### src/rtl/conv_settings.svh
////////////////////////////////////////////////////////////
// Array, tile and data sizes of the convolution engine
////////////////////////////////////////////////////////////

`ifndef CONV_SETTINGS_SVH
`define CONV_SETTINGS_SVH

// Array shape
`define IFM_ROWS 6
`define OUT_ROWS 4
`define KSIZE    3

// Tile shape per channel
`define IFM_COLS 6
`define OUT_COLS (`IFM_COLS - `KSIZE + 1)

// Data widths
`define PIX_W    8
`define PSUM_W   32
`define CH_W     2

`endif
### src/rtl/conv_data_pkg.sv
////////////////////////////////////////////////////////////
// Pixel, weight, partial-sum and column data types
////////////////////////////////////////////////////////////

`include "conv_settings.svh"

package conv_data_pkg;

    // Pixels and weights share one byte format
    typedef logic [`PIX_W-1:0]  pixel_t;
    typedef logic [`PSUM_W-1:0] psum_t;

    // One IFM column, lane r is input row r
    typedef struct packed {
        pixel_t [`IFM_ROWS-1:0] px;
    } ifm_col_t;

    // One kernel column, lane k is kernel row k
    typedef struct packed {
        pixel_t [`KSIZE-1:0] w;
    } wgt_col_t;

    typedef struct packed {
        psum_t [`OUT_ROWS-1:0] row;
    } ofm_col_t;

endpackage

### src/rtl/ofm_writeback.sv
////////////////////////////////////////////////////////////
// Output write-back and end-of-run pulse
////////////////////////////////////////////////////////////

`timescale 1ns/1ps

`include "conv_settings.svh"

module ofm_writeback (
    input  logic                            clk,
    input  logic                            rst_n,
    input  logic                            ready,
    input  conv_data_pkg::ofm_col_t         ofm_in,
    output logic [$clog2(`OUT_COLS)-1:0]    rd_col,
    output conv_data_pkg::ofm_col_t         ofm,
    output logic                            ofm_valid,
    output logic                            done
);

    localparam int IDX_W = $clog2(`OUT_COLS);

    logic busy;
    logic last_col;

    assign last_col = (rd_col == IDX_W'(`OUT_COLS - 1));

    always_ff @(posedge clk) begin
        if (ready || busy) begin
            ofm <= ofm_in;
        end
    end

    always_ff @(posedge clk) begin
        if (!rst_n) begin
            busy      <= 1'b0;
            rd_col    <= '0;
            ofm_valid <= 1'b0;
            done      <= 1'b0;
        end else begin
            ofm_valid <= ready || busy;
            // Last valid word is out and nothing follows
            done      <= ofm_valid && !busy;
            if (ready || busy) begin
                rd_col <= last_col ? '0 : rd_col + 1'b1;
                busy   <= !last_col;
            end
        end
    end

endmodule

### config.mk
export PLATFORM = sky130hd
export DESIGN_NAME = ofm_writeback
export DESIGN_NICKNAME = d
export VERILOG_FILES = /design/src/rtl/conv_data_pkg.sv /design/src/rtl/ofm_writeback.sv
export VERILOG_INCLUDE_DIRS = /design/src /design/src/rtl
export SDC_FILE = /design/constraint.sdc
export NUM_CORES = 1
export LEC_CHECK = 0
export ABC_AREA = 1
export BUFFER_PORTS_ARGS = -buffer_cell sky130_fd_sc_hd__buf_2
export CORE_AREA = 5 5 116 91
export CTS_CLUSTER_SIZE = 10
export DETAILED_ROUTE_END_ITERATION = 16
export DIE_AREA = 0 0 121 96
export HOLD_SLACK_MARGIN = 0.08
export PLACE_DENSITY = 0.83
export SLEW_MARGIN = 25
export SYNTH_ARGS = -nofsm -noshare
export SYNTH_HDL_FRONTEND = slang
export SYNTH_SLANG_ARGS = --single-unit
### constraint.sdc
create_clock -name clk -period 5 [get_ports clk]
set_input_delay 0.5 -clock clk [delete_from_list [all_inputs] [get_ports clk]]
set_output_delay 0.5 -clock clk [all_outputs]
set_load 0.01 [all_outputs]
### Yosys cells after proc, flatten, opt, wreduce, memory -nomap -nowiden

Cells that the tools add are included.

* $add $sub $neg: 1
* equality and inequality tests: 1
* mux-type cells: 1
* reductions and logical operators: 4

Operators with widths (count)
* adder 2 x 1 -> 2 bit (second input constant): 1
* == test 2 bit (second input constant): 1
* logical NOT 1 bit: 2
* two-way mux 2 bit: 1
* logical AND 1 bit: 1
* logical OR 1 bit: 1

* flip-flop bits (word level): 133
* input port bits: 131
* output and inout bits: 132
* logic and storage cells: 15

### Logic depth before layout (Yosys ltp)

* word-level depth: 2
* gate-level depth with buffers: 6
* gate-level depth less buffers: 6

### Worst setup path after synthesis

Ideal clock, no wire load.

* path type: input-to-reg
* start point: input ready
* end point: register ofm[0] (netlist bit), enable pin
* setup time: 433 ps
* arrival: 2062 ps
* required time: 4567 ps
* slack: 2505 ps
* cell stages on the path: 2
* buffers on the path: 0
* path through: inv_1 -> nand2_2

* longest elaborated chain between the ends: 1

Ends and longest elaborated chain
* start, declared: RTL line ofm_writeback.sv:12 `input logic ready,`
* logical OR 1 bit: RTL line ofm_writeback.sv:28 `if (ready || busy) begin`
* end signal, assigned: RTL line ofm_writeback.sv:29 `ofm <= ofm_in;`
* end, declared: RTL line ofm_writeback.sv:15 `output conv_data_pkg::ofm_col_t ofm,`

Every way passes these cells.
A chain may end at the register's enable or synchronous reset.

### Worst setup path after layout

* start point: register busy
* end point: register ofm[78] (netlist bit), enable pin

* longest elaborated chain between the ends: 1

Ends and longest elaborated chain
* start, declared: RTL line ofm_writeback.sv:22 `logic busy;`
* start signal, assigned: RTL line ofm_writeback.sv:45 `busy <= !last_col;`
* logical OR 1 bit: RTL line ofm_writeback.sv:28

Every way passes these cells.

==> results.sh <==
export IMPL_slowest_stage="buf_4"
export IMPL_yosys_warnings=0
export IMPL_hpwl_mm=7.45
export IMPL_critPathRequiredTime_ns=5.02
export IMPL_cp_start_kind="register"
export IMPL_r2r_cells=3
export IMPL_core_um2=9350
export IMPL_timing_fmax_ghz=0.448
export IMPL_final_max_slew_violation_count=0
export IMPL_die_h_um=96
export IMPL_syn_area_um2=4040
export IMPL_start_util_pct=43.2
export IMPL_crit_path_max_incr_delay_ns=0.76
export IMPL_postCtsSetupRepairBufs=0
export IMPL_final_nets=569
export IMPL_cts_buffers_inserted=17
export IMPL_cp_max_fo=67
export IMPL_fp_dieW_um=121
export IMPL_cts_root_buf="clkbuf_16"
export IMPL_fin_crit_sh_pct=44.7
export IMPL_relSlewSlack_pct=43.2
export IMPL_routabilityCongestion=0.768
export IMPL_grt_pass1_vias=2592
export IMPL_vias=2492
export IMPL_grt_usage_pct=15.9
export IMPL_cts_tree="yes"
export IMPL_synthToLayoutAreaGrowth_pct=52.0
export IMPL_worst_pin_slew_ns=0.852
export IMPL_cts_resized_gates=0
export IMPL_diodes=0
export IMPL_drv_cap=0
export IMPL_cts_htree_levels=4
export IMPL_crit_type="reg -> reg"
export IMPL_firstDrtPassIters=4
export IMPL_seq_area_frac_synth_pct=97.6
export IMPL_ir_drop_mv=0.300
export IMPL_hp_class="in -> reg"
export IMPL_crit_path_start="busy"
export IMPL_critPathArrivalTime_ns=2.26
export IMPL_drive_above_1_share_pct=65.6
export IMPL_clock_latency_ns=0.40
export IMPL_setup_viol=0
export IMPL_r2r_end="ofm[78]"
export IMPL_pin_count=263
export IMPL_viasPerCell=4.28
export IMPL_row_count=31
export IMPL_ys_types=9
export IMPL_drt_iter0_markers=128
export IMPL_fin_hold_ws_ns=0.273
export IMPL_period_needed_ns=2.23
export IMPL_power_leakage_nw=2.73
export IMPL_fin_setup_tns_ns=0
export IMPL_synth_fp_nets=287
export IMPL_rsz0062_at_grt="no"
export IMPL_ys_seq_elements=133
export IMPL_r2r_start="busy"
export IMPL_hold_viol=0
export IMPL_antenna_found_initial=0
export IMPL_clk_path_buf_depth=2
export IMPL_fp_dieArea_um2=11600
export IMPL_numPortBuffers=262
export IMPL_cp_end_kind="register"
export IMPL_p_per_area_nw_per_um2=460
export IMPL_grt_max_degree=68
export IMPL_crit_chain="inv_1, nand2_4, buf_4"
export IMPL_clkSinkCount=133
export IMPL_synthCells=155
export IMPL_holdBufCountCts=0
export IMPL_finalWorstSetupSlack_ns=2.77
export IMPL_wl_per_cell_um=16.5
export IMPL_syn_mean_instance_area_um2=26.1
export IMPL_grt_overflow_total=0
export IMPL_r2r_setup_slack_ns=2.77
export IMPL_grt_pass1_wl_mm=13.4
export IMPL_critPathCapture="ofm[78]"
export IMPL_clock_skew_ns=0.00541
export IMPL_preCtsSetupSlack_ns=2.53
export IMPL_status="completed"
export IMPL_wl_mm=9.63
export IMPL_path_clk_slew_ns=0.06
export IMPL_drc_errors=0
export IMPL_ant_nets=0
## worst min path at each step
stage          startpoint  slack (ns)  endpoint  cells after the start
6_report       ofm_in[99]        0.27   ofm[99]                      1
2_1_floorplan        busy        0.42      done                      1
3_5_place_dp    ofm_valid        0.43      done                      2
4_1_cts        ofm_in[70]        0.25   ofm[70]                      1
5_1_grt        ofm_in[88]        0.25   ofm[88]                      1
3_3_place_gp    ofm_valid        0.42      done                      2
## layer usage
layer	up-vias	global-route usage, %	part of all wire, %
met5	-	0	0
met4	0	7.36	1.3
met3	13	8.05	11
met2	152	27.5	53
met1	1155	16.3	35
li1	1172	-	-
## synthesized netlist by cell type, drive strengths merged
cell type  count  share of area [%]
nor2           7               0.71
nor3           1               0.12
edfxtp       128                 95
ha             1               0.31
inv            6               0.56
nand2          7               0.71
dfxtp          5                2.5
## layout by cell type, fill, tap and decap left out, drive strengths merged
cell	count
nor2	7
bufinv	4
dfxtp	5
buf	263
nor3	1
clkinvlp	2
clkinv	8
inv	6
clkbuf	18
ha	1
nand2	7
edfxtp	128
## cell families after synthesis
family | count (synthesis) | share of synthesized area [%]
flops | 133 | 97.6
buf+inv | 6 | 0.557
simple gates | 15 | 1.55
fa+ha+maj | 1 | 0.310
## layout make-up
cell class	count	area [um2]
clock buffers	18	429
flip-flops and latches	133	3940
clock inverters	14	185
repair buffers	263	1320
multi-input cells	16	80.1
fillers	678	3200
well taps	132	165
inverters	6	22.5
## critical path: cells and delay by family, from the launching register on
| family | cells | cell delay, ns |
|---|---|---|
| buffers and inverters | 2 | 0.85 |
| flip-flops | 1 | 0.37 |
| AND/OR/NAND/NOR | 1 | 0.59 |
## where the power goes
part	switching [mW]	internal [mW]	total [mW]	leakage (nW)
clock	0.434	0.830	1.26	0.297
combinational	0.126	0.0920	0.218	1.11
sequential	0.0219	1.32	1.35	1.33
## state kept, by name (all words and copies together) (netlist names)
signal and count:
busy 1, rd_col 2, ofm_valid 1, done 1, ofm 128
## stage by stage
step	std cells	power (mW)	instance area [um2]	utilization, %
after floorplan	155	1.45	4040	-
after global placement	550	1.58	5530	59.2
after detailed placement	550	1.59	5530	59.2
after CTS	582	2.86	6140	65.7
after global routing	582	2.93	6140	65.7
final	582	2.83	6140	65.7
Power figures use the tool's default switching activity.
