$ cat src/rtl/conv_settings.svh
////////////////////////////////////////////////////////////
// Array, tile and data sizes of the convolution engine
////////////////////////////////////////////////////////////

`ifndef CONV_SETTINGS_SVH
`define CONV_SETTINGS_SVH

// Array shape
`define IFM_ROWS 6
`define OUT_ROWS 4
`define KSIZE    3

// Tile shape per channel
`define IFM_COLS 6
`define OUT_COLS (`IFM_COLS - `KSIZE + 1)

// Data widths
`define PIX_W    8
`define PSUM_W   32
`define CH_W     2

`endif
$ cat src/rtl/conv_ctrl_pkg.sv
////////////////////////////////////////////////////////////
// Sequencer control and run configuration types
////////////////////////////////////////////////////////////

`include "conv_settings.svh"

package conv_ctrl_pkg;

    // Number of input channels minus one
    typedef logic [`CH_W-1:0] cfg_ci_t;

    // Partial-sum buffer command, aligned with the PE outputs
    typedef struct packed {
        logic                          p_valid;
        logic                          p_first;
        logic [$clog2(`OUT_COLS)-1:0]  p_col;
        logic                          p_last;
    } psum_ctrl_t;

endpackage

$ cat src/rtl/conv_data_pkg.sv
////////////////////////////////////////////////////////////
// Pixel, weight, partial-sum and column data types
////////////////////////////////////////////////////////////

`include "conv_settings.svh"

package conv_data_pkg;

    // Pixels and weights share one byte format
    typedef logic [`PIX_W-1:0]  pixel_t;
    typedef logic [`PSUM_W-1:0] psum_t;

    // One IFM column, lane r is input row r
    typedef struct packed {
        pixel_t [`IFM_ROWS-1:0] px;
    } ifm_col_t;

    // One kernel column, lane k is kernel row k
    typedef struct packed {
        pixel_t [`KSIZE-1:0] w;
    } wgt_col_t;

    typedef struct packed {
        psum_t [`OUT_ROWS-1:0] row;
    } ofm_col_t;

endpackage

$ cat src/rtl/psum_buf.sv
////////////////////////////////////////////////////////////
// Partial-sum column memory, accumulates over channels
////////////////////////////////////////////////////////////

`timescale 1ns/1ps

`include "conv_settings.svh"

module psum_buf (
    input  logic                                    clk,
    input  logic                                    rst_n,
    input  conv_ctrl_pkg::psum_ctrl_t               psum_ctrl,
    input  conv_data_pkg::psum_t [`OUT_ROWS-1:0]    sums,
    input  logic [$clog2(`OUT_COLS)-1:0]            rd_col,
    output conv_data_pkg::ofm_col_t                 ofm,
    output logic                                    ready
);
    import conv_data_pkg::*;

    ofm_col_t mem [`OUT_COLS];

    // First channel overwrites, later channels add
    always_ff @(posedge clk) begin
        if (psum_ctrl.p_valid) begin
            for (int r = 0; r < `OUT_ROWS; r++) begin
                if (psum_ctrl.p_first) begin
                    mem[psum_ctrl.p_col].row[r] <= sums[r];
                end else begin
                    mem[psum_ctrl.p_col].row[r] <= mem[psum_ctrl.p_col].row[r] + sums[r];
                end
            end
        end
    end

    // All columns final one cycle after the last write
    always_ff @(posedge clk) begin
        if (!rst_n) begin
            ready <= 1'b0;
        end else begin
            ready <= psum_ctrl.p_valid && psum_ctrl.p_last;
        end
    end

    assign ofm = mem[rd_col];

endmodule

$ cat config.mk
export PLATFORM = sky130hd
export DESIGN_NAME = psum_buf
export DESIGN_NICKNAME = d
export VERILOG_FILES = /design/src/rtl/conv_ctrl_pkg.sv /design/src/rtl/conv_data_pkg.sv /design/src/rtl/psum_buf.sv
export VERILOG_INCLUDE_DIRS = /design/src /design/src/rtl
export SDC_FILE = /design/constraint.sdc
export NUM_CORES = 1
export LEC_CHECK = 0
export BUFFER_PORTS_ARGS = -buffer_cell sky130_fd_sc_hd__buf_4
export CAP_MARGIN = 40
export CORE_MARGIN = 1
export CORE_UTILIZATION = 55
export CTS_CLUSTER_DIAMETER = 150
export DETAILED_ROUTE_END_ITERATION = 8
export GPL_ROUTABILITY_DRIVEN = 0
export GPL_TIMING_DRIVEN = 0
export PLACE_DENSITY_LB_ADDON = 0.15
export SLEW_MARGIN = 20
export SYNTH_ARGS = -nofsm -noshare
export SYNTH_HDL_FRONTEND = slang
export SYNTH_SLANG_ARGS = --single-unit
$ cat constraint.sdc
create_clock -name clk -period 11.9 [get_ports clk]
set_input_delay 0.595 -clock clk [delete_from_list [all_inputs] [get_ports clk]]
set_output_delay 0.595 -clock clk [all_outputs]
set_load 0.01 [all_outputs]
# After elaboration in Yosys (flattened, before gate mapping)
# Memories as Yosys holds them, arrays and structs flattened.
# Index checks and enable logic that the tools add are counted.
dict set report op_classes {
  bitwise_logic 4
  reduce_logical 1
  mux 10
  n_addsub 4
}
# cell n
set ops {}
lappend ops {{32-bit adder} 4}
lappend ops {{32-bit two-way mux} 4}
lappend ops {{1-bit two-way mux} 6}
lappend ops {{1-bit bitwise OR} 4}
lappend ops {{1-bit logical AND} 1}
dict set report totals {
  word_cells 21
  n_memories 1
  mem_bits_rw 512
  output_inout_bits 129
  register_bits 1
  inputBits 137
}
# memory words width read_ports rd_clocked_by_memory_dff write_ports line_no
set memory_table {}
lappend memory_table {mem 4 128 2 0 1 psum_buf.sv:20} ;# ofm_col_t mem [`OUT_COLS];

# Longest topological paths before layout
dict set report logic_depth {
  word_depth 4
  mapped_depth 15
  depth_no_buf 12
}

# Worst setup path before layout
# Ideal clock, no wire load.
dict set report synth_timing {
  path_type {input port to flip-flop}
  from {input port psum_ctrl[1] in the netlist's numbering}
  to {memory mem[0][0] in the netlist's numbering, enable pin}
  slack_ns 0.499
  t_required_ns 11.101
  n_path_buf 3
  cell_stages 4
  arrival_ns 10.603
  setup_time_ns 0.799
  path_cell_list {clkbuf_1 > clkbuf_1 > buf_1 > nor3b_1}
}
# item line_no
set synth_rtl {}
lappend synth_rtl {{from (decl)} psum_buf.sv:12} ;# input conv_ctrl_pkg::psum_ctrl_t psum_ctrl,
lappend synth_rtl {{to (decl)} psum_buf.sv:20}
# No word-level cell before the write port.

# Worst setup path in the final report
dict set report layout_timing {
  from {input port psum_ctrl[2] in the netlist's numbering}
  to {memory mem[2][60] in the netlist's numbering (data pin)}
}
dict set report layout_between {
  elab_chain_cells 3
}
# item line_no
set layout_rtl {}
lappend layout_rtl {{memory read 4 x 128 bit} --}
lappend layout_rtl {{32-bit adder} psum_buf.sv:29} ;# mem[psum_ctrl.p_col].row[r] <= mem[psum_ctrl.p_col].row[r] + sums[r];
lappend layout_rtl {{32-bit two-way mux (no source line)} --}
# No other way between the ends.

==> impl_metrics.json <==
{
  "hp-start": "psum_ctrl[0]",
  "hold-path-cell-count": 2,
  "syn_area_um2": 29050,
  "nets": 2658,
  "vdd_ir_drop_max_uv": 132.3,
  "vias": 19750,
  "yosys.cell_count.top_type": "edfxtp_1",
  "die-width_um": 231.8,
  "path_class": "in -> reg",
  "hold_class": "in -> reg",
  "core_um2": 51720,
  "synth_seq_cells": 513,
  "multi_input_area_um2": 13160,
  "syn_to_final_growth_pct": 18.96,
  "dieArea_um2": 53740,
  "antenna_found_initial": 9,
  "p_per_area_nw_per_um2": 140.8,
  "port_buffers": 261,
  "cts-root-buf": "clkbuf_16",
  "synth_largest_area_cell": "edfxtp_1",
  "drc_errors": 0,
  "cap_violations": 0,
  "grt_pass1_wl_um": 115700,
  "synthFlopType": "edfxtp_1",
  "slowest_stage": "clkbuf_1",
  "boundaryPins": 266,
  "reg2reg_to": "mem[0][22]",
  "netlist_top_cells_area": "edfxtp_1, mux4_2, ha_1, nand2_1, o21ai_0",
  "max_stage_delay_ns": 0.61,
  "first_pass_iters": 6,
  "hold_viol": 0,
  "outcome": "completed",
  "critPathRequiredTime_ns": 12.22,
  "drt-initial-drc-count": 1657,
  "p_leak_nw": 12.73,
  "fill_cells": 3727,
  "crit_chain": "clkbuf_1 > clkbuf_1 > buf_6 > buf_1 > mux4_2 > ha_1 > fa_1 > a211oi_1 > nor2_1 > o31a_1 > o31ai_1 > o311ai_1 > a41oi_1 > o21ai_1 > xnor2_1 > o21ai_1",
  "setup_viol": 0,
  "grt_start_max_net_pins": 44,
  "cts_setup_buffers": 0,
  "fin_skew_ns": 0.01260,
  "wl_um": 75920,
  "synth.distinct_cells": 71,
  "ctsResizeCount": 0,
  "hpwl_um": 56050,
  "crit_family": "compound AO/OA/AOI/OAI gates",
  "reg2reg_setup_slack_ns": 7.65,
  "first_global_vias": 20100,
  "startpoint_type": "primary input",
  "synth_cells": 2009,
  "cts_buffer_depth": 3,
  "fmax_ghz": 0.1804,
  "syn_nets": 2274,
  "async_flop_share": 0,
  "tritoncts": "yes",
  "ys_top_cells_by_count": "edfxtp_1, mux4_2, nand2_1",
  "crit_path_end_kind": "register",
  "critPathBufInv": 4,
  "clk_pin_slew_ns": 0.06,
  "synth_edf_count": 512,
  "drv_slew": 0,
  "r2r_start": "mem[3][0]",
  "wl_per_cell_um": 24.32,
  "rsz0062_at_grt": "false",
  "cts_max_level": 2,
  "yosysTopAreaCellShare": 0.5292,
  "via_per_inst": 6.325,
  "initial_utilization": 0.5617,
  "dieHeight_um": 231.8,
  "clk_latency_ns": 0.61,
  "min_period_ns": 5.544,
  "yosysSeqAreaShare": 0.5299,
  "ant_nets": 0,
  "overflow": 0,
  "power.total_mw": 4.866,
  "slew-limit-headroom": 0.4261,
  "critPathMaxFanout": 10,
  "cts_buffers": 55,
  "cts_hold_buf": 0,
  "worstMarginPinSlew_ns": 0.8609,
  "clock-sinks": 513,
  "r2r_cells": 12,
  "fin_setup_tns_ns": 0,
  "placementRows": 83,
  "arrival_ns": 5.86,
  "period_share": 0.4659,
  "ys.warnings.count": 0,
  "seq_area_um2": 15390,
  "groute.usage.overall": 0.2859,
  "avgSynthCellArea_um2": 14.46,
  "hold_path_end": "ready",
  "drive_above_1_share": 0.2807
}
[final cells by class]
class / count / area share
Sequential cell: 513 / 0.4455
Multi-Input combinational cell: 1358 / 0.3808
Timing Repair Buffer: 327 / 0.08132
Clock buffer: 64 / 0.04204
Tap cell: 680 / 0.02462
Buffer: 115 / 0.01253
Clock inverter: 37 / 0.01039
Inverter: 23 / 0.002498
Antenna cell: 5 / 0.0003621
[layout by cell type, fill, tap and decap left out, drive strengths merged, types with 16 or more instances in the layout]
cell type,count
a21o,78
inv,23
clkbuf,147
nand3,29
ha,124
edfxtp,512
nand2,209
o21ai,169
xnor2,58
a31oi,20
and3,16
buf,359
a21oi,95
a211oi,19
mux4,256
xor2,54
clkinv,27
nor2,51
[worst reg2reg max path: stages (launching register included)]
cell and delay, ns:
edfxtp_1 0.38, mux4_2 0.47, ha_1 0.25, fa_1 0.45, a21o_1 0.20, a21oi_1 0.28, o21a_1 0.18, nor2_1 0.07
a41oi_1 0.42, o21ai_1 0.24, a31oi_1 0.53, inv_1 0.09, o31ai_1 0.44
[report_power, final]
| group | internal (mW) | total, mW | leakage, nW | switching [mW] |
|---|---|---|---|---|
| logic | 0.441 | 0.993 | 7.12 | 0.552 |
| clock network | 1.02 | 1.74 | 0.886 | 0.719 |
| registers | 2.11 | 2.13 | 4.73 | 0.0277 |
| total | 3.57 | 4.87 | 12.7 | 1.30 |
[metal layers]
metal  GRT usage  share of wire  up-vias  routed length [um]
met5           0        0.00070        -                  53
li1            -              -     8923                   -
met1      0.4008           0.42     9982               31970
met4      0.1012          0.030        8                2293
met3     0.05133          0.070      138                5300
met2      0.4518           0.48      697               36300
[registers in the layout, summed over array words and instances, names as in the netlist]
name and cells:
mem 512, ready 1
[cell families after synthesis]
group	after synthesis	synth area share
and+or+nand+nor	379	0.05832
xor gates and xnor gates	112	0.03377
adders and majority gates	128	0.05616
DFF	513	0.5299
AOI/OAI and AO/OA	482	0.1051
muxes	257	0.1989
buffers and inverters	138	0.01787
[worst max-delay path by stage]
stage                      start         end  slack (ns)  depth (start not counted)
floorplan           psum_ctrl[1]   mem[0][0]        0.50                          4
global placement    psum_ctrl[1]  mem[0][78]       -8.61                          4
detailed placement  psum_ctrl[1]  mem[0][22]        5.74                         16
CTS                 psum_ctrl[1]  mem[3][22]        6.34                         16
global route        psum_ctrl[1]  mem[3][22]        5.89                         16
finish              psum_ctrl[2]  mem[2][60]        6.36                         16
[through the flow]
| stage | instance area (um^2) | instances | hold slack [ns] | setup WS [ns] | util |
|---|---|---|---|---|---|
| 2_1_floorplan | 29050 | 2009 | 0.7409 | 0.4987 | - |
| 3_3_place_gp | 31860 | 2950 | 0.8328 | -8.605 | 0.6161 |
| 3_5_place_dp | 32720 | 3015 | 0.8460 | 5.745 | 0.6327 |
| 4_1_cts | 34530 | 3116 | 0.2061 | 6.342 | 0.6677 |
| 5_1_grt | 34560 | 3122 | 0.2188 | 5.887 | 0.6682 |
| 6_report | 34560 | 3122 | 0.2261 | 6.356 | 0.6682 |
Power figures use the tool's default switching activity.
