$ cat src/rtl/conv_settings.svh
////////////////////////////////////////////////////////////
// Array, tile and data sizes of the convolution engine
////////////////////////////////////////////////////////////

`ifndef CONV_SETTINGS_SVH
`define CONV_SETTINGS_SVH

// Array shape
`define IFM_ROWS 6
`define OUT_ROWS 4
`define KSIZE    3

// Tile shape per channel
`define IFM_COLS 6
`define OUT_COLS (`IFM_COLS - `KSIZE + 1)

// Data widths
`define PIX_W    8
`define PSUM_W   32
`define CH_W     2

`endif
$ cat src/rtl/conv_ctrl_pkg.sv
////////////////////////////////////////////////////////////
// Sequencer control and run configuration types
////////////////////////////////////////////////////////////

`include "conv_settings.svh"

package conv_ctrl_pkg;

    // Number of input channels minus one
    typedef logic [`CH_W-1:0] cfg_ci_t;

    // Partial-sum buffer command, aligned with the PE outputs
    typedef struct packed {
        logic                          p_valid;
        logic                          p_first;
        logic [$clog2(`OUT_COLS)-1:0]  p_col;
        logic                          p_last;
    } psum_ctrl_t;

endpackage

$ cat src/rtl/conv_seq.sv
////////////////////////////////////////////////////////////
// Run and channel sequencer
// Read strobes and partial-sum commands
////////////////////////////////////////////////////////////

`timescale 1ns/1ps

`include "conv_settings.svh"

module conv_seq (
    input  logic                        clk,
    input  logic                        rst_n,
    input  logic                        start,
    input  conv_ctrl_pkg::cfg_ci_t      cfg_ci,
    input  logic                        done,
    output logic                        ifm_read,
    output logic                        wgt_read,
    output conv_ctrl_pkg::psum_ctrl_t   psum_ctrl
);
    import conv_ctrl_pkg::*;

    localparam int COL_W = $clog2(`IFM_COLS);
    localparam int IDX_W = $clog2(`OUT_COLS);

    typedef enum logic [1:0] {
        s_idle,
        s_read,
        s_drain
    } state_t;

    state_t             state;
    logic [COL_W-1:0]   col;
    cfg_ci_t            ch;
    cfg_ci_t            ci_q;
    logic               last_col;
    logic [COL_W-1:0]   win_col;
    psum_ctrl_t         ctrl_tap;

    assign last_col = (col == COL_W'(`IFM_COLS - 1));
    assign ifm_read = (state == s_read);
    assign wgt_read = ifm_read && (col < COL_W'(`KSIZE));
    // Window column of the read that completes it
    assign win_col  = col - COL_W'(`KSIZE - 1);

    always_ff @(posedge clk) begin
        if (!rst_n) begin
            state <= s_idle;
            col   <= '0;
            ch    <= '0;
            ci_q  <= '0;
        end else begin
            case (state)
                s_idle: begin
                    if (start) begin
                        state <= s_read;
                        ci_q  <= cfg_ci;
                        col   <= '0;
                        ch    <= '0;
                    end
                end
                s_read: begin
                    if (last_col) begin
                        col <= '0;
                        if (ch == ci_q) begin
                            state <= s_drain;
                        end else begin
                            ch <= ch + 1'b1;
                        end
                    end else begin
                        col <= col + 1'b1;
                    end
                end
                // Wait for the write-back to finish
                s_drain: begin
                    if (done) begin
                        state <= s_idle;
                    end
                end
                default: state <= s_idle;
            endcase
        end
    end

    ////////////////////////////////////////////////////////////
    // Command pipe
    ////////////////////////////////////////////////////////////

    // First stage lines up with the taps, second with the PE sums
    always_ff @(posedge clk) begin
        if (!rst_n) begin
            ctrl_tap  <= '0;
            psum_ctrl <= '0;
        end else begin
            ctrl_tap.p_valid <= ifm_read && (col >= COL_W'(`KSIZE - 1));
            ctrl_tap.p_first <= (ch == '0);
            ctrl_tap.p_col   <= win_col[IDX_W-1:0];
            ctrl_tap.p_last  <= (ch == ci_q) && last_col;
            psum_ctrl        <= ctrl_tap;
        end
    end

endmodule

$ cat config.mk
export PLATFORM = sky130hd
export DESIGN_NAME = conv_seq
export DESIGN_NICKNAME = d
export VERILOG_FILES = /design/src/rtl/conv_ctrl_pkg.sv /design/src/rtl/conv_seq.sv
export VERILOG_INCLUDE_DIRS = /design/src /design/src/rtl
export SDC_FILE = /design/constraint.sdc
export NUM_CORES = 1
export LEC_CHECK = 0
export ABC_AREA = 1
export BUFFER_PORTS_ARGS = -buffer_cell sky130_fd_sc_hd__buf_2
export CORE_MARGIN = 8
export CORE_UTILIZATION = 56
export DETAILED_ROUTE_END_ITERATION = 7
export PLACE_DENSITY = 0.8
export SLEW_MARGIN = 20
export SYNTH_ARGS = -nofsm -noshare
export SYNTH_HDL_FRONTEND = slang
export SYNTH_SLANG_ARGS = --single-unit
export TNS_END_PERCENT = 5
$ cat constraint.sdc
create_clock -name clk -period 2.8 [get_ports clk]
set_clock_uncertainty 0.05 [all_clocks]
set_input_delay 0.14 -clock clk [delete_from_list [all_inputs] [get_ports clk]]
set_output_delay 0.14 -clock clk [all_outputs]
set_load 0.01 [all_outputs]
Word level (Yosys, flattened, before mapping)

Cells that the tools add are included.

Memories kept: 0
Bits in registers: 19
Memory bits (read-only): 0
Bits of input ports: 6
Output and inout bits: 7
Bits in latches: 0
Bits in writable memories: 0

Shift operators: 0
Add/subtract/negate cells: 3
Order comparisons: 2
Reductions and logical operators: 10
$mul: 0
Bitwise gates (word level): 0
Equal/unequal tests: 9
Divide/modulo/power cells: 0
Mux-type cells: 12

Operators with widths:

| kind                                                              | number |
|---|---|
| 2-to-1 mux 2 bit                                                  | 7 |
| AND reduction 4 bit                                               | 2 |
| 2-to-1 mux 3 bit                                                  | 2 |
| inequality test 2 bit, second input constant                      | 3 |
| case mux 2 bit (3 select lines)                                   | 1 |
| case mux 3 bit (2 select lines)                                   | 1 |
| zero test 2 bit                                                   | 2 |
| inequality test 2 x 1 -> 1 bit, second input constant             | 2 |
| case mux 2 bit (2 select lines)                                   | 1 |
| AND reduction 2 bit                                               | 2 |
| adder 3 x 1 -> 3 bit, second input constant                       | 1 |
| == test 3 bit, second input constant                              | 1 |
| greater-or-equal comparator 3 x 2 -> 1 bit, second input constant | 1 |
| logical AND 1 bit                                                 | 3 |
| < comparator 3 x 2 -> 1 bit, second input constant                | 1 |
| adder 2 x 1 -> 2 bit, second input constant                       | 1 |
| == test 2 x 1 -> 1 bit, second input constant                     | 1 |
| == test 2 bit                                                     | 1 |
| == test 2 bit, second input constant                              | 1 |
| nonzero test 2 bit                                                | 1 |
| subtractor 2 bit, second input constant                           | 1 |

Logic depth before layout (Yosys ltp)

Depth after elaboration: 4
Depth in mapped cells: 9

Worst setup path after synthesis

Ideal clock, no wire load.

Path type: register to register
Start point: register state[0]
End point: register ch[0]
Path buffers: 0
Setup slack: 1718 ps
Required time: 2635 ps
Arrival: 917 ps
Stages on the path, launching flop included: 8
Cells stage by stage: dfxtp_1 > inv_2 > nor2_8 > nand2_2 > nand2_2 > inv_2 > a21oi_1 > nor2_1

Word-level cells in the longest chain between the ends: 3
Elaborated cells between the ends (all ways): 8

RTL lines:

| what                                                          | line           | source |
|---|---|---|
| start, declared                                               | conv_seq.sv:31 | `state_t state;` |
| start signal, assigned                                        | conv_seq.sv:47 | `state <= s_idle;` |
| start signal, assigned                                        | conv_seq.sv:55 | `state <= s_read;` |
| start signal, assigned                                        | conv_seq.sv:65 | `state <= s_drain;` |
| == test 2 x 1 -> 1 bit *                                      | n/a            |  |
| named net ifm_read                                            | conv_seq.sv:16 | `output logic ifm_read,` |
| inequality test 2 bit (no line), or another cell as far along | n/a            |  |
| AND reduction 4 bit (no line)                                 | n/a            |  |
| end signal, assigned                                          | conv_seq.sv:67 | `ch <= ch + 1'b1;` |
| end, declared                                                 | conv_seq.sv:33 | `cfg_ci_t ch;` |

The timed path passes the listed nets; every way through them passes the cells marked *.
A chain may end at the register's enable or synchronous reset.

Worst setup path in the final report

Start point: register state[0]
End point: output wgt_read

Word-level cells in the longest chain between the ends: 2

RTL lines:

| what                   | line           | source |
|---|---|---|
| == test 2 x 1 -> 1 bit | conv_seq.sv:40 | `assign ifm_read = (state == s_read);` |
| logical AND 1 bit      | conv_seq.sv:41 | `` assign wgt_read = ifm_read && (col < COL_W'(`KSIZE)); `` |
| end, declared          | conv_seq.sv:17 | `output logic wgt_read,` |

Every way passes these cells.

==> flow_summary.json <==
{
  "gp_congestion": 0.763,
  "final.setup.tns_ns": 0,
  "coreArea_um2": 1280,
  "post_synth_net_total": 109,
  "post-cts-setup-buffers": 0,
  "first_pass_iters": 4,
  "ratio_of_final_minimum_period_to_clock_period": 0.503,
  "internal_power_contribution_mw": 0.418,
  "slew_viol_final": 0,
  "hpwlAfterDp_um": 1050,
  "port_buffers": 12,
  "multi_input_comb_area_um2": 308,
  "worstHoldPathType": "in2reg",
  "setup_violations": 0,
  "drt.antenna.violating_nets": 0,
  "cts.repair.resized": 0,
  "grt_max_degree": 15,
  "cts.hold.buffers_added": 0,
  "share_clk_of_total_power": 0.214,
  "timing.critical_path.required_ns": 2.61,
  "die_y_um": 53.0,
  "grt_setup_unrepaired": "no",
  "die_width_um": 53.0,
  "synth_area_um2": 768,
  "post_drt_wl_per_cell_um": 10.8,
  "timing_worst_slew_pin_value_ns": 0.259,
  "pwr_density_cell_nw_per_um2": 728,
  "cp-start-kind": "register",
  "switching_share": 0.340,
  "remaining_drcs": 0,
  "num_io_pins": 13,
  "areaGrowthSynthToFinish_pct": 13.2,
  "first_pass_grt_wire_length_um": 2570,
  "timing.critical_path.to_type": "primary output",
  "synth.yosys.warnings": 0,
  "cp_max_fo": 10,
  "worst_path_max_delay_cell": "dfxtp_1",
  "tritoncts": "done",
  "antenna_found_initial": 0,
  "first_global_vias": 622,
  "p_leak_nw": 0.463,
  "final_total_pwr_mw": 0.633,
  "layout-drive-gt1-share": 0.248,
  "status": "finished, final reports clean",
  "initial_core_util": 0.598,
  "ctsHtreeMaxLevel": 1,
  "detail_route.vias_per_cell": 4.88,
  "max_freq_ghz": 0.710,
  "timing_worst_setup_path_type": "reg2out",
  "clock_sinks": 19,
  "worstSkewPairLatency_ns": 0.29,
  "final_hold_viol_count": 0,
  "antenna_cells": 0,
  "track_usage": 0.121,
  "timing.critical_path.arrival_ns": 1.22,
  "timing.critical_path.slowest_cell_delay_ns": 0.38,
  "syn_avg_cell_area_um2": 7.53,
  "count_of_filler_cells_inserted_in_the_layout": 124,
  "floorplan.rows": 13,
  "dominant_cell_type_by_count_on_the_critical_path": "inv_2",
  "floorplan.die_area_um2": 2810,
  "final_common_cell": "nand2_1",
  "cp_num_buf_inv": 3,
  "ys_seq_elements": 19,
  "dr.first_iter.drc_count": 17,
  "vdd_drop_max_mv": 0.417,
  "reg2regPathDepth": 9,
  "worst_hold_path.num_cells": 3,
  "relative_contribution_of_sequential_cells_to_total_power": 0.510,
  "max-clock-path-buffers": 2,
  "worst_max_slew_margin_expressed_relative_to_the_limit": 0.827,
  "worst_path_cell_chain": "inv_2 > nor2_8 > inv_2 > nor2_1 > buf_2",
  "cts_buffers": 3,
  "net-switching-power_mw": 0.215,
  "seqCellArea_um2": 380,
  "synth.lib_cells_used.distinct": 18,
  "critical_path_depth": 5,
  "gate_family_responsible_for_the_most_delay_along_the_worst_path": "flip-flops",
  "comb_power_share": 0.276,
  "synth.yosys.seq_area_share": 0.495,
  "routed-via-count": 644,
  "count_of_mapped_cells_out_of_synthesis": 102,
  "grt-ovfl-total": 0,
  "worst_setup_hold_path_clk_slew_ns": 0.11,
  "cts.root.buffer_cell": "clkbuf_4",
  "timing.max_cap.violations": 0,
  "layout_common_cells": "nand2_1, dfxtp_1, inv_1",
  "route.final.wire_length_um": 1420,
  "fin_crit_ns": 1.41,
  "design.final.nets": 125
}
-- worst reg2reg max path: stages, from the launching register on --
cell     delay, ns
dfxtp_1       0.44
inv_2         0.07
nor2_1        0.09
nand2_1       0.09
nand2_2       0.08
nand2_2       0.06
inv_2         0.07
nand3_1       0.07
nand2_1       0.06
nor2_1        0.04
-- synth_stat cells, drive strengths merged --
| cell type | count | area (µm²) |
|---|---|---|
| a211oi | 1 | 7.51 |
| a21oi | 6 | 33.8 |
| a22oi | 1 | 7.51 |
| buf | 1 | 5.00 |
| dfxtp | 19 | 380 |
| ha | 1 | 12.5 |
| inv | 20 | 75.1 |
| nand2 | 30 | 125 |
| nand3 | 5 | 25.0 |
| nor2 | 11 | 60.1 |
| nor3 | 4 | 20.0 |
| o21ai | 2 | 10.0 |
| o22ai | 1 | 6.26 |
-- layout make-up --
| type | count | share of cell area |
|---|---|---|
| multi-input cells | 62 | 0.354 |
| clock buffers | 3 | 0.0259 |
| clock inverters | 1 | 0.00576 |
| inverters | 20 | 0.0863 |
| flip-flops and latches | 19 | 0.437 |
| repair buffers | 12 | 0.0691 |
| well taps | 15 | 0.0216 |
-- worst paths after layout --
check	startpoint	endpoint	slack, ns
hold reg to reg	ctrl_tap[2]$_SDFF_PN0_	psum_ctrl[2]$_SDFF_PN0_	0.37
setup reg to reg	col[0]$_SDFFE_PN0P_	ch[1]$_SDFFE_PN0P_	1.58
setup / recovery	state[0]$_SDFFE_PN0P_	wgt_read	1.39
hold / removal	cfg_ci[1]	ci_q[1]$_SDFFE_PN0P_	0.05
-- cells by family after synthesis --
family                     after synthesis  share of synthesized area
DFF                                     19                      0.495
buffers and inverters                   21                      0.104
AOI/OAI and AO/OA                       11                     0.0847
adders and majority gates                1                     0.0163
and+or+nand+nor                         50                      0.300
-- routing by layer --
metal,vias up,GRT usage,part of all wire
met2,15,0.189,0.45
met4,0,0.0690,0.020
met3,4,0.0392,0.065
met1,282,0.139,0.46
li1,343,-,-
met5,-,0,0
-- metrics by stage --
step / hold slack [ns] / instances / util / worst slack, ns / area [µm²]
floorplan: 0.211 / 102 / - / 1.72 / 768
global placement: 0.342 / 128 / 0.655 / 1.68 / 842
detailed placement: 0.349 / 128 / 0.655 / 1.63 / 842
CTS: 0.0504 / 132 / 0.677 / 1.38 / 870
global route: 0.0580 / 132 / 0.677 / 1.32 / 870
finish: 0.0538 / 132 / 0.677 / 1.39 / 870
-- power by group through the flow --
stage	clock [mW]	combinational [mW]	sequential, mW
final	0.135	0.174	0.323
after global placement	0	0.168	0.327
after global routing	0.154	0.202	0.327
after floorplan	0	0.134	0.326
after CTS	0.140	0.176	0.323
after detailed placement	0	0.172	0.329
-- state kept, by name (all words and copies together), names as in the netlist --
register,flops
ch,2
ci_q,2
psum_ctrl,5
ctrl_tap,5
state,2
col,3
Power figures use the tool's default switching activity.
