`config.mk`:
```
export PLATFORM = sky130hd
export DESIGN_NAME = tap_shift
export DESIGN_NICKNAME = d
export VERILOG_FILES = /design/src/rtl/conv_data_pkg.sv /design/src/rtl/tap_shift.sv
export VERILOG_INCLUDE_DIRS = /design/src /design/src/rtl
export SDC_FILE = /design/constraint.sdc
export NUM_CORES = 1
export LEC_CHECK = 0
export ABC_AREA = 1
export BUFFER_PORTS_ARGS = -buffer_cell sky130_fd_sc_hd__buf_2
export CAP_MARGIN = 0
export CORE_ASPECT_RATIO = 1.75
export CORE_MARGIN = 2
export CORE_UTILIZATION = 45
export DETAILED_ROUTE_END_ITERATION = 10
export GPL_TIMING_DRIVEN = 0
export PLACE_DENSITY = 0.73
export SLEW_MARGIN = 20
export SYNTH_ARGS = -nofsm -noshare
export SYNTH_HDL_FRONTEND = slang
export SYNTH_SLANG_ARGS = --single-unit
```
`constraint.sdc`:
```
create_clock -name clk -period 0.85 [get_ports clk]
set_clock_uncertainty 0.1 [all_clocks]
set_input_delay 0.085 -clock clk [delete_from_list [all_inputs] [get_ports clk]]
set_output_delay 0.085 -clock clk [all_outputs]
set_load 0.05 [all_outputs]
```
`src/rtl/conv_settings.svh`:
```
////////////////////////////////////////////////////////////
// Array, tile and data sizes of the convolution engine
////////////////////////////////////////////////////////////

`ifndef CONV_SETTINGS_SVH
`define CONV_SETTINGS_SVH

// Array shape
`define IFM_ROWS 6
`define OUT_ROWS 4
`define KSIZE    3

// Tile shape per channel
`define IFM_COLS 6
`define OUT_COLS (`IFM_COLS - `KSIZE + 1)

// Data widths
`define PIX_W    8
`define PSUM_W   32
`define CH_W     2

`endif
```
`src/rtl/conv_data_pkg.sv`:
```
////////////////////////////////////////////////////////////
// Pixel, weight, partial-sum and column data types
////////////////////////////////////////////////////////////

`include "conv_settings.svh"

package conv_data_pkg;

    // Pixels and weights share one byte format
    typedef logic [`PIX_W-1:0]  pixel_t;
    typedef logic [`PSUM_W-1:0] psum_t;

    // One IFM column, lane r is input row r
    typedef struct packed {
        pixel_t [`IFM_ROWS-1:0] px;
    } ifm_col_t;

    // One kernel column, lane k is kernel row k
    typedef struct packed {
        pixel_t [`KSIZE-1:0] w;
    } wgt_col_t;

    typedef struct packed {
        psum_t [`OUT_ROWS-1:0] row;
    } ofm_col_t;

endpackage

```
`src/rtl/tap_shift.sv`:
```
////////////////////////////////////////////////////////////
// Three-tap column shift register over byte lanes
////////////////////////////////////////////////////////////

`timescale 1ns/1ps

`include "conv_settings.svh"

module tap_shift #(
    parameter int LANES = `IFM_ROWS
) (
    input  logic                                          clk,
    input  logic                                          rst_n,
    input  logic                                          shift,
    input  conv_data_pkg::pixel_t [LANES-1:0]             lanes_in,
    output conv_data_pkg::pixel_t [LANES-1:0][`KSIZE-1:0] taps
);

    // Tap 0 is the oldest column, the new byte enters at the top
    always_ff @(posedge clk) begin
        if (!rst_n) begin
            taps <= '0;
        end else if (shift) begin
            for (int l = 0; l < LANES; l++) begin
                for (int j = 0; j < `KSIZE - 1; j++) begin
                    taps[l][j] <= taps[l][j+1];
                end
                taps[l][`KSIZE-1] <= lanes_in[l];
            end
        end
    end

endmodule

```
Word-level counts from Yosys, hierarchy flattened
Cells that the tools add are included.

word-level totals
  bits in latches = 0
  register bits = 144
  output and inout bits = 144
  memory bits (read-only) = 0
  bits in writable memories = 0
  memories = 0

operators by class
  bitwise operators = 0
  reductions and logical operators = 0
  multipliers = 0
  equality and inequality tests = 0
  shift operators = 0
  muxes and demuxes = 0
  divide/modulo/power cells = 0
  add/sub/neg operators = 0
  magnitude comparators = 0

Depth between registers and ports, before layout
Gate-level depths: netlist of run 1.

  word-level depth = 0
  mapped depth = 6

Least setup slack after synthesis of run 1
OpenSTA, ideal clock, no wires.

  path type = reg-to-reg
  start = register taps[112] in the netlist's numbering
  end = register taps[104] in the netlist's numbering
  path slack = -0.187 ns
  stages on the path, launching flop included = 5
  required time = 0.686 ns
  clock period less this slack = 1.037 ns
  data arrival time = 0.873 ns
  path buffers = 0
  path through = dfxtp_1 inv_1 nand2_1 nand2_1 nor2_1

RTL lines
  item                              line             RTL
  start: declaration                tap_shift.sv:16  output conv_data_pkg::pixel_t [LANES-1:0][`KSIZE-1:0] taps
  start signal: indexed assignment  tap_shift.sv:26  taps[l][j] <= taps[l][j+1];
  start signal: indexed assignment  tap_shift.sv:28  taps[l][`KSIZE-1] <= lanes_in[l];

Worst setup path after layout of run 1
  start = register taps[16] in the netlist's numbering
  end = output port taps[16] in the netlist's numbering

No word-level cell between the ends.

==> results.toml, run 1 <==
[outcome]
status = "finished with violations"
violations = "negative setup slack"

[floorplanning]
fp-row-count = 55
dieArea_um2 = 14180
die_w_um = 90.89
initial_utilization_pct = 45.96
core_um2 = 12940
io_pins = 195
die_y_um = 156.1

[synthesis]
async_flop_share_pct = 0
yosys.area_share.simple_pct = 36.36
synth-compound-area-share_pct = 0
synth_fa_ha_area_share_pct = 0
yosysSeqAreaShare_pct = 48.48
synth_edf_count = 0
ys.flop_type = "dfxtp_1"
post_synth.cell_area_avg_um2 = 6.519
ys_seq_elements = 144
muxShareOfSynthArea_pct = 0
yosys.area.top_type = "dfxtp_1"
synth_top_cell_area_share_pct = 48.48
netlist_area_um2 = 5946
yosys.area_share.xor_xnor_pct = 0
synth_nets = 963
synth_warnings = 0
synth.distinct_cells = 9
synth_top_family_by_area = "simple AND/OR/NAND/NOR gates"
synth_area_leaders = "dfxtp_1, nand2_1, nor2_1, inv_1, buf_6"
synth_common_cells = "nand2_1, nor2_1, dfxtp_1, inv_1"
synthCells = 912

[timing]
finalHoldViolCount = 0
tightest_slew_ns = 0.4800
finalSetupViolCount = 216
maxSlewViolCount = 0
rsz0062_at_grt = "true"
post-route-min-period_ns = 1.134
relSlewSlack_pct = 68.00
tns_ns = -39.59
fmax_mhz = 882.2
fin_ws_ns = -0.2835
whs_ns = 0.008485
fin_crit_sh_pct = 133.4

[clocking]
clkLatencyLatePin_ns = 0.41
cts_root_buf = "clkbuf_16"
clk_path_buf_depth = 2
cts_tree = "yes"
cts.sinks = 144
cts_buffers = 17
clk_pin_slew_worst_paths_ns = 0.07
htree_levels = 4

[power_and_ir_drop]
netSwitchingFraction_pct = 32.80
p_leak_nw = 5.666
ir_worst_vdd_v = 0.001479
p_int_mw = 14.26
clock_power_share_pct = 35.9
seq_power_share_pct = 36.2
comb_power_share_pct = 27.9
switchingPower_mw = 6.959
power.total_mw = 21.22
pwr_density_cell_nw_per_um2 = 1861

[final_layout]
largest_reg_flops = 144
layout-area-overhead-vs-synth_pct = 91.77
final_area_um2 = 11400
top_register = "taps"
fillers = 561
reg_top3 = "taps: 144 flops"
drive_above_1_share_pct = 52.68
diodes = 0
stdcell_count = 1458
nets = 1325
finish.utilization_pct = 88.13

[placed_design]
dp_slack_ns = -0.1804
gp_congestion = 0.8309
io_buffers = 192
placed_area_um2 = 7541
dpl.hpwl_mm = 10.89
placedCellCount = 1275

[grt]
antenna_found_initial = 0
grt_pass1_vias = 6994
grt_pass1_wl_mm = 33.87
grt_max_degree = 17
grt_usage_pct = 29.97
overflow = 0

[worst_setup_path]
cp.arrival_ns = 0.95
startpoint_type = "flip-flop"
crit_path_max_fanout = 2
cp.required_ns = 0.66
cp_top_family = "flip-flops"
end_kind = "output port"
crit_buf_inv = 1
critical-path-max-stage-delay_ns = 0.38
path_cells = "buf_8"
worst-setup-path-type = "flip-flop to output port"
slowest_stage = "dfxtp_4"

[routing]
drt_wl_total_mm = 25.59
drtIter0Drc = 398
dr.pass1.iters = 6
ant_nets = 0
via_per_inst = 4.994
routedWlPerCell_um = 17.55
vias = 7281
post-route-drc-count = 0

[run]
cap_violations = 0

[hold_path]
hp-class = "input port to flip-flop"
-- layout by cell type (no fill, tap or decap) --
cell type	n
buf_12	2
buf_1	1
bufinv_16	2
buf_4	28
inv_1	58
clkinvlp_4	4
nand2_2	43
dfxtp_4	97
buf_2	63
nor2_2	30
inv_6	3
inv_4	3
buf_8	137
clkinv_4	1
dfxtp_2	47
clkbuf_16	18
nand2_1	245
inv_2	83
nor2_4	8
clkbuf_1	7
nor2_1	250
buf_6	108
clkinv_2	1
dlygate4sd3_1	48
-- kinds of logic after synthesis --
family | count (synthesis)
buffers and inverters | 192
and+or+nand+nor | 576
DFF | 144
-- path summary, 6_finish.rpt --
| path | from | end | slack, ns | cells past startpoint |
|---|---|---|---|---|
| setup reg to reg | taps[16] | taps[8] | -0.20 | 6 |
| setup / recovery | taps[16] | taps[16] | -0.28 | 1 |
| hold reg to reg | taps[4] | taps[4] | 0.38 | 2 |
| hold / removal | shift | taps[119] | 0.008 | 5 |
-- per-layer routing --
layer  track usage (%)  wire, um  vias up
met5                 0         0        -
met4             15.01      1551        0
met3             7.585      1608      133
met2             59.06     13910      413
met1             27.98      8517     3429
li1                  -         -     3306
-- area by class of cell --
type	instances	area, um2	share of cell area, %
clock inverter	11	130.1	1.141
clock buffer	21	461.7	4.049
sequential	144	3306	28.99
multi-input combinational	576	2405	21.09
inverter	144	548.0	4.806
buffer	48	360.3	3.160
timing repair buffer	343	3978	34.88
tap	171	214.0	1.876
-- timing repair --
| item | in CTS | in global routing |
|---|---|---|
| hold buffers | 48 | 0 |
| resized for setup | 457 | 251 |
| pin swaps | 0 | 35 |
| cloned | 0 | 0 |
| setup endpoints to repair | 144 | 253 |
| setup buffers | 88 | 31 |
| endpoints found under the hold margin | 51 | 0 |
-- power groups by stage --
stage | registers [mW] | logic (mW) | clock network [mW]
6_report | 7.68 | 5.92 | 7.61
5_1_grt | 7.72 | 6.18 | 7.95
4_1_cts | 7.59 | 5.13 | 7.63
3_5_place_dp | 7.60 | 3.60 | 0
3_3_place_gp | 7.59 | 3.57 | 0
2_1_floorplan | 9.16 | 1.19 | 0
Power figures use the tool's default switching activity.
==> inputs of run 2 (changes only) <==
--- a/config.mk
+++ b/config.mk
@@ -6,7 +6,6 @@
 export SDC_FILE = /design/constraint.sdc
 export NUM_CORES = 1
 export LEC_CHECK = 0
-export ABC_AREA = 1
 export BUFFER_PORTS_ARGS = -buffer_cell sky130_fd_sc_hd__buf_2
 export CAP_MARGIN = 0
 export CORE_ASPECT_RATIO = 1.75
@@ -14,7 +13,7 @@
 export CORE_UTILIZATION = 45
 export DETAILED_ROUTE_END_ITERATION = 10
 export GPL_TIMING_DRIVEN = 0
-export PLACE_DENSITY = 0.73
+export PLACE_DENSITY = 0.74
 export SLEW_MARGIN = 20
 export SYNTH_ARGS = -nofsm -noshare
 export SYNTH_HDL_FRONTEND = slang
==> run 2 against run 1 <==
  * Synthesized cell count fell by 49%
  * Clock-buffer cell count is the same
  * Critical endpoint is now taps[9]
  * The run still ends with negative setup slack left
  * Hold slack improved by 0.070 ns
  * Worst setup slack lost 0.013 ns
==> results.toml, run 2 <==
[floorplanning]
die_w_um = 87.07
core_um2 = 11870
dieArea_um2 = 13000
initial_utilization_pct = 45.78
fp-row-count = 53
io_pins = 195
die_y_um = 149.4

[final_layout]
final_common_cell = "buf_8"
layout-area-overhead-vs-synth_pct = 100.3
reg_top3 = "taps: 144 flops"
finish.utilization_pct = 91.67
largest_reg_flops = 144
stdcell_count = 974
nets = 875
drive_above_1_share_pct = 63.32
fillers = 393
diodes = 0
mostFrequentLayoutCells = "buf_8, nor2b_1, mux2i_1"
top_register = "taps"

[synthesis]
synth_top_cell_area_share_pct = 53.05
synth_common_cells = "dfxtp_1, mux2i_1, nor2b_1, clkbuf_1, buf_4"
synthCells = 464
synth-compound-area-share_pct = 0
synth_warnings = 0
yosys.area_share.xor_xnor_pct = 0
muxShareOfSynthArea_pct = 26.53
synth_edf_count = 0
async_flop_share_pct = 0
synth_nets = 515
synth_area_leaders = "dfxtp_1, mux2i_1, nor2b_1, buf_6, buf_4"
ys_seq_elements = 144
netlist_area_um2 = 5434
synth_top_family_by_area = "multiplexers"
post_synth.cell_area_avg_um2 = 11.71
synth_fa_ha_area_share_pct = 0
yosysSeqAreaShare_pct = 53.05
yosys.area.top_type = "dfxtp_1"
synth.distinct_cells = 7
ys.flop_type = "dfxtp_1"
yosys.area_share.simple_pct = 16.58

[outcome]
status = "finished with violations"
violations = "negative setup slack"

[grt]
grt_busiest_layer = "met2"
grt_pass1_vias = 5677
use_met1_pct = 29.16
overflow = 0
grt_usage_pct = 31.54
use_met2_pct = 59.62
grt_pass1_wl_mm = 30.87
antenna_found_initial = 0
grt_use_met3_pct = 7.360
grt_max_degree = 17

[worst_setup_path]
cp_top_family = "flip-flops"
worst-setup-path-type = "flip-flop to output port"
slowest_stage = "dfxtp_2"
crit_buf_inv = 1
end_kind = "output port"
cp.arrival_ns = 0.96
path_cells = "buf_8"
startpoint_type = "flip-flop"
critical-path-max-stage-delay_ns = 0.38
cp.required_ns = 0.66
crit_path_max_fanout = 2

[power_and_ir_drop]
power.total_mw = 19.19
p_leak_nw = 4.696
ir_worst_vdd_v = 0.001915
pwr_density_cell_nw_per_um2 = 1763

[placed_design]
dpl.hpwl_mm = 9.418
io_buffers = 192
dp_slack_ns = -0.4076
placedCellCount = 793
gp_congestion = 0.7559

[routing]
ant_nets = 0
via_per_inst = 5.252
post-route-drc-count = 0
routedWlPerCell_um = 23.92
drtIter0Drc = 149
dr.pass1.iters = 4
drt_wl_total_mm = 23.30
vias = 5115

[run]
cap_violations = 0

[timing]
relSlewSlack_pct = 70.94
maxSlewViolCount = 0
finalHoldViolCount = 0
tightest_slew_ns = 0.4359
fin_crit_sh_pct = 134.9
rsz0062_at_grt = "true"
post-route-min-period_ns = 1.146
fin_ws_ns = -0.2964
finalSetupViolCount = 276
fmax_mhz = 872.3

[clocking]
cts_tree = "yes"
htree_levels = 4
clk_path_buf_depth = 2
cts_buffers = 17
clkLatencyLatePin_ns = 0.42
cts_root_buf = "clkbuf_16"
clk_pin_slew_worst_paths_ns = 0.06
cts.sinks = 144

[hold_path]
hp-class = "input port to flip-flop"
==> run 2: worst reg2reg max path, stage by stage, from the launching register on <==
cell and delay (ns):
dfxtp_2 0.33, buf_6 0.12, mux2i_1 0.23, nor2b_1 0.11
==> run 2: stage by stage <==
stage / cell area, um2 / hold WS [ns] / TNS, ns
global route: 10880 / 0.1025 / -51.53
detailed placement: 6882 / 0.2496 / -33.40
global placement: 6882 / 0.2399 / -31.06
floorplan: 5749 / 0.1531 / -6.621
CTS: 10240 / 0.05050 / -37.30
finish: 10880 / 0.07879 / -45.58
==> run 2: timing repair <==
action	CTS	global route
hold buffers	48	0
gates resized for setup	498	169
hold endpoints to repair	48	0
buffers inserted	83	64
setup endpoints to repair	144	275
==> run 2: kinds of logic (layout without fill, tap and decap cells) <==
| logic type | count (synthesis) | after routing |
|---|---|---|
| mux | 144 | 144 |
| simple gates | 144 | 144 |
| buf+inv | 32 | 405 |
| flops | 144 | 144 |
==> run 2: area by class of cell <==
cell class / count / area (um2) / area share [%]
Timing Repair Buffer: 341 / 4006 / 36.82
Tap cell: 137 / 171.4 / 1.575
Multi-Input combinational cell: 288 / 2586 / 23.77
Sequential cell: 144 / 3208 / 29.48
Clock inverter: 11 / 176.4 / 1.621
Clock buffer: 21 / 461.7 / 4.243
Buffer: 32 / 271.5 / 2.495
==> run 2: worst paths after layout <==
| path | startpoint | end | slack (ns) | depth (start not counted) |
|---|---|---|---|---|
| max | taps[9] | taps[9] | -0.30 | 1 |
| min | shift | taps[143] | 0.08 | 4 |
| max reg2reg | taps[32] | taps[24] | -0.17 | 3 |
| min reg2reg | taps[100] | taps[100] | 0.44 | 2 |
==> run 2: power breakdown <==
group / switching, mW / internal [mW]
sequential: 0.314 / 6.94
clock: 3.10 / 5.13
combinational: 1.88 / 1.83
==> run 2: metal layers <==
layer	routed length [um]	share of wire (%)	vias to the layer above
met3	1174	5.0	80
met1	7746	33	2525
met4	1288	5.5	0
li1	-	-	2261
met5	0	0	-
met2	13090	56	249
==> inputs of run 3 (changes only) <==
--- a/config.mk
+++ b/config.mk
@@ -10,10 +10,10 @@
 export CAP_MARGIN = 0
 export CORE_ASPECT_RATIO = 1.75
 export CORE_MARGIN = 2
-export CORE_UTILIZATION = 45
+export CORE_UTILIZATION = 50
 export DETAILED_ROUTE_END_ITERATION = 10
 export GPL_TIMING_DRIVEN = 0
-export PLACE_DENSITY = 0.74
+export PLACE_DENSITY = 0.78
 export SLEW_MARGIN = 20
 export SYNTH_ARGS = -nofsm -noshare
 export SYNTH_HDL_FRONTEND = slang
==> constraint.sdc (replaced) <==
create_clock -name clk -period 1.45 [get_ports clk]
set_clock_uncertainty 0.1 [all_clocks]
set_input_delay 0.145 -clock clk [delete_from_list [all_inputs] [get_ports clk]]
set_output_delay 0.145 -clock clk [all_outputs]
set_load 0.05 [all_outputs]
==> run 3 against run 2 <==
  * The flow now finishes without violations
  * Wire length decreased by 45%
  * Global-route usage fell by 9.8 points
  * Total power is 47% lower
  * Worst setup slack gained 0.41 ns
  * Non-clock buffer count fell by 101
==> results.toml, run 3 (synthesis gave the netlist of run 2 again) <==
[floorplanning]
die_y_um = 141.9
die_w_um = 82.81
dieArea_um2 = 11750
fp-row-count = 50
io_pins = 195
core_um2 = 10640
initial_utilization_pct = 51.09

[power_and_ir_drop]
pwr_density_cell_nw_per_um2 = 1330
ir_worst_vdd_v = 0.0009907
p_leak_nw = 3.768
power.total_mw = 10.20

[final_layout]
drive_above_1_share_pct = 32.52
layout-area-overhead-vs-synth_pct = 41.10
fillers = 764
diodes = 0
mostFrequentLayoutCells = "buf_2, mux2i_1, nor2b_1, dfxtp_1, dlygate4sd3_1"
reg_top3 = "taps: 144 flops"
finish.utilization_pct = 72.09
nets = 774
final_area_um2 = 7667
top_register = "taps"
largest_reg_flops = 144
final_common_cell = "buf_2"

[clocking]
post-cts-setup-buffers = 0
cts_root_buf = "clkbuf_16"
htree_levels = 4
cts_tree = "yes"
cts_resized = 0
cts.sinks = 144
clk_pin_slew_worst_paths_ns = 0.06
clkLatencyLatePin_ns = 0.41
clk_path_buf_depth = 2
cts_buffers = 17

[timing]
rsz0062_at_grt = "false"
tightest_slew_ns = 0.4010
relSlewSlack_pct = 73.27
finalSetupViolCount = 0
whs_ns = 0.2105
fin_crit_sh_pct = 91.82
tns_ns = 0
post-route-min-period_ns = 1.331
finalHoldViolCount = 0
maxSlewViolCount = 0
fmax_mhz = 751.1

[routing]
routedWlPerCell_um = 14.93
post-route-drc-count = 0
drt_wl_total_mm = 12.92
ant_nets = 0
dr.pass1.iters = 4
vias = 4196
drtIter0Drc = 54
via_per_inst = 4.851

[outcome]
status = "completed"

[grt]
grt_max_degree = 17
grt_pass1_wl_mm = 20.66
grt_usage_pct = 21.73
grt_pass1_vias = 4348
overflow = 0
antenna_found_initial = 0

[hold_path]
hold_end = "taps[143]"
min_from = "rst_n"
hp-class = "input port to flip-flop"
hold_depth = 3

[placed_design]
io_buffers = 192
dpl.hpwl_mm = 8.847
placed_area_um2 = 6558
gp_congestion = 0.7397

[worst_setup_path]
slowest_stage = "dfxtp_1"
worst-setup-path-type = "flip-flop to output port"
rr_worst_depth = 2
crit_buf_inv = 1
cp_top_family = "flip-flops"
crit_path_max_fanout = 3
path_cells = "buf_2"
critical-path-max-stage-delay_ns = 0.38
cp.required_ns = 1.21
reg2reg_to = "taps[26]"
reg2reg_slack_ns = 0.63
end_kind = "output port"
startpoint_type = "flip-flop"
cp.arrival_ns = 1.09
rr_startpoint = "taps[34]"

[run]
cap_violations = 0
## run 3: timing repair
action | in CTS | in global routing
hold buffers | 48 | 0
hold endpoints to repair | 48 | 0
endpoints found under the setup margin | 0 | 0
## run 3: power breakdown
group,internal (mW),switching [mW],leakage (nW),total [mW]
registers,4.11,0.111,1.17,4.22
clock network,3.01,1.60,0.307,4.61
logic,0.504,0.863,2.29,1.37
total,7.62,2.57,3.77,10.2
## run 3: per-layer routing
layer	wire length (um)	GRT usage (%)	part of all wire (%)	up-vias
met3	715	6.108	5.5	28
met4	308	10.01	2.4	0
met2	6976	40.32	54	145
li1	-	-	-	2052
met5	0	0	0	-
met1	4917	22.34	38	1971
## run 3: area by class of cell
type / instances / area (um2) / share of cell area, %
plain buffers: 32 / 209.0 / 2.725
well taps: 130 / 162.7 / 2.121
clock inverters: 9 / 155.1 / 2.024
multi-input cells: 288 / 2342 / 30.55
clock buffers: 22 / 474.2 / 6.185
flip-flops and latches: 144 / 2883 / 37.60
repair buffers: 240 / 1441 / 18.80
## run 3: how the worst max path moves through the flow
stage          cells after the start       end  slack [ns]      from
2_1_floorplan                      5   taps[0]        0.41     shift
3_3_place_gp                       4  taps[44]        0.16     rst_n
3_5_place_dp                       4  taps[45]        0.11     rst_n
4_1_cts                            1  taps[89]        0.11  taps[89]
5_1_grt                            1  taps[89]        0.08  taps[89]
6_report                           1  taps[89]        0.12  taps[89]
## run 3: through the flow
stage                     cells  setup slack [ns]
after CTS                   865            0.1098
after detailed placement    786            0.1108
after global placement      786            0.1566
after global routing        865           0.08176
after floorplan             464            0.4089
final                       865            0.1186
## run 3: worst register-to-register path, cell delays in order (launching register included)
cell and delay [ns]:
dfxtp_1 0.34, mux2i_1 0.21, nor2b_1 0.07
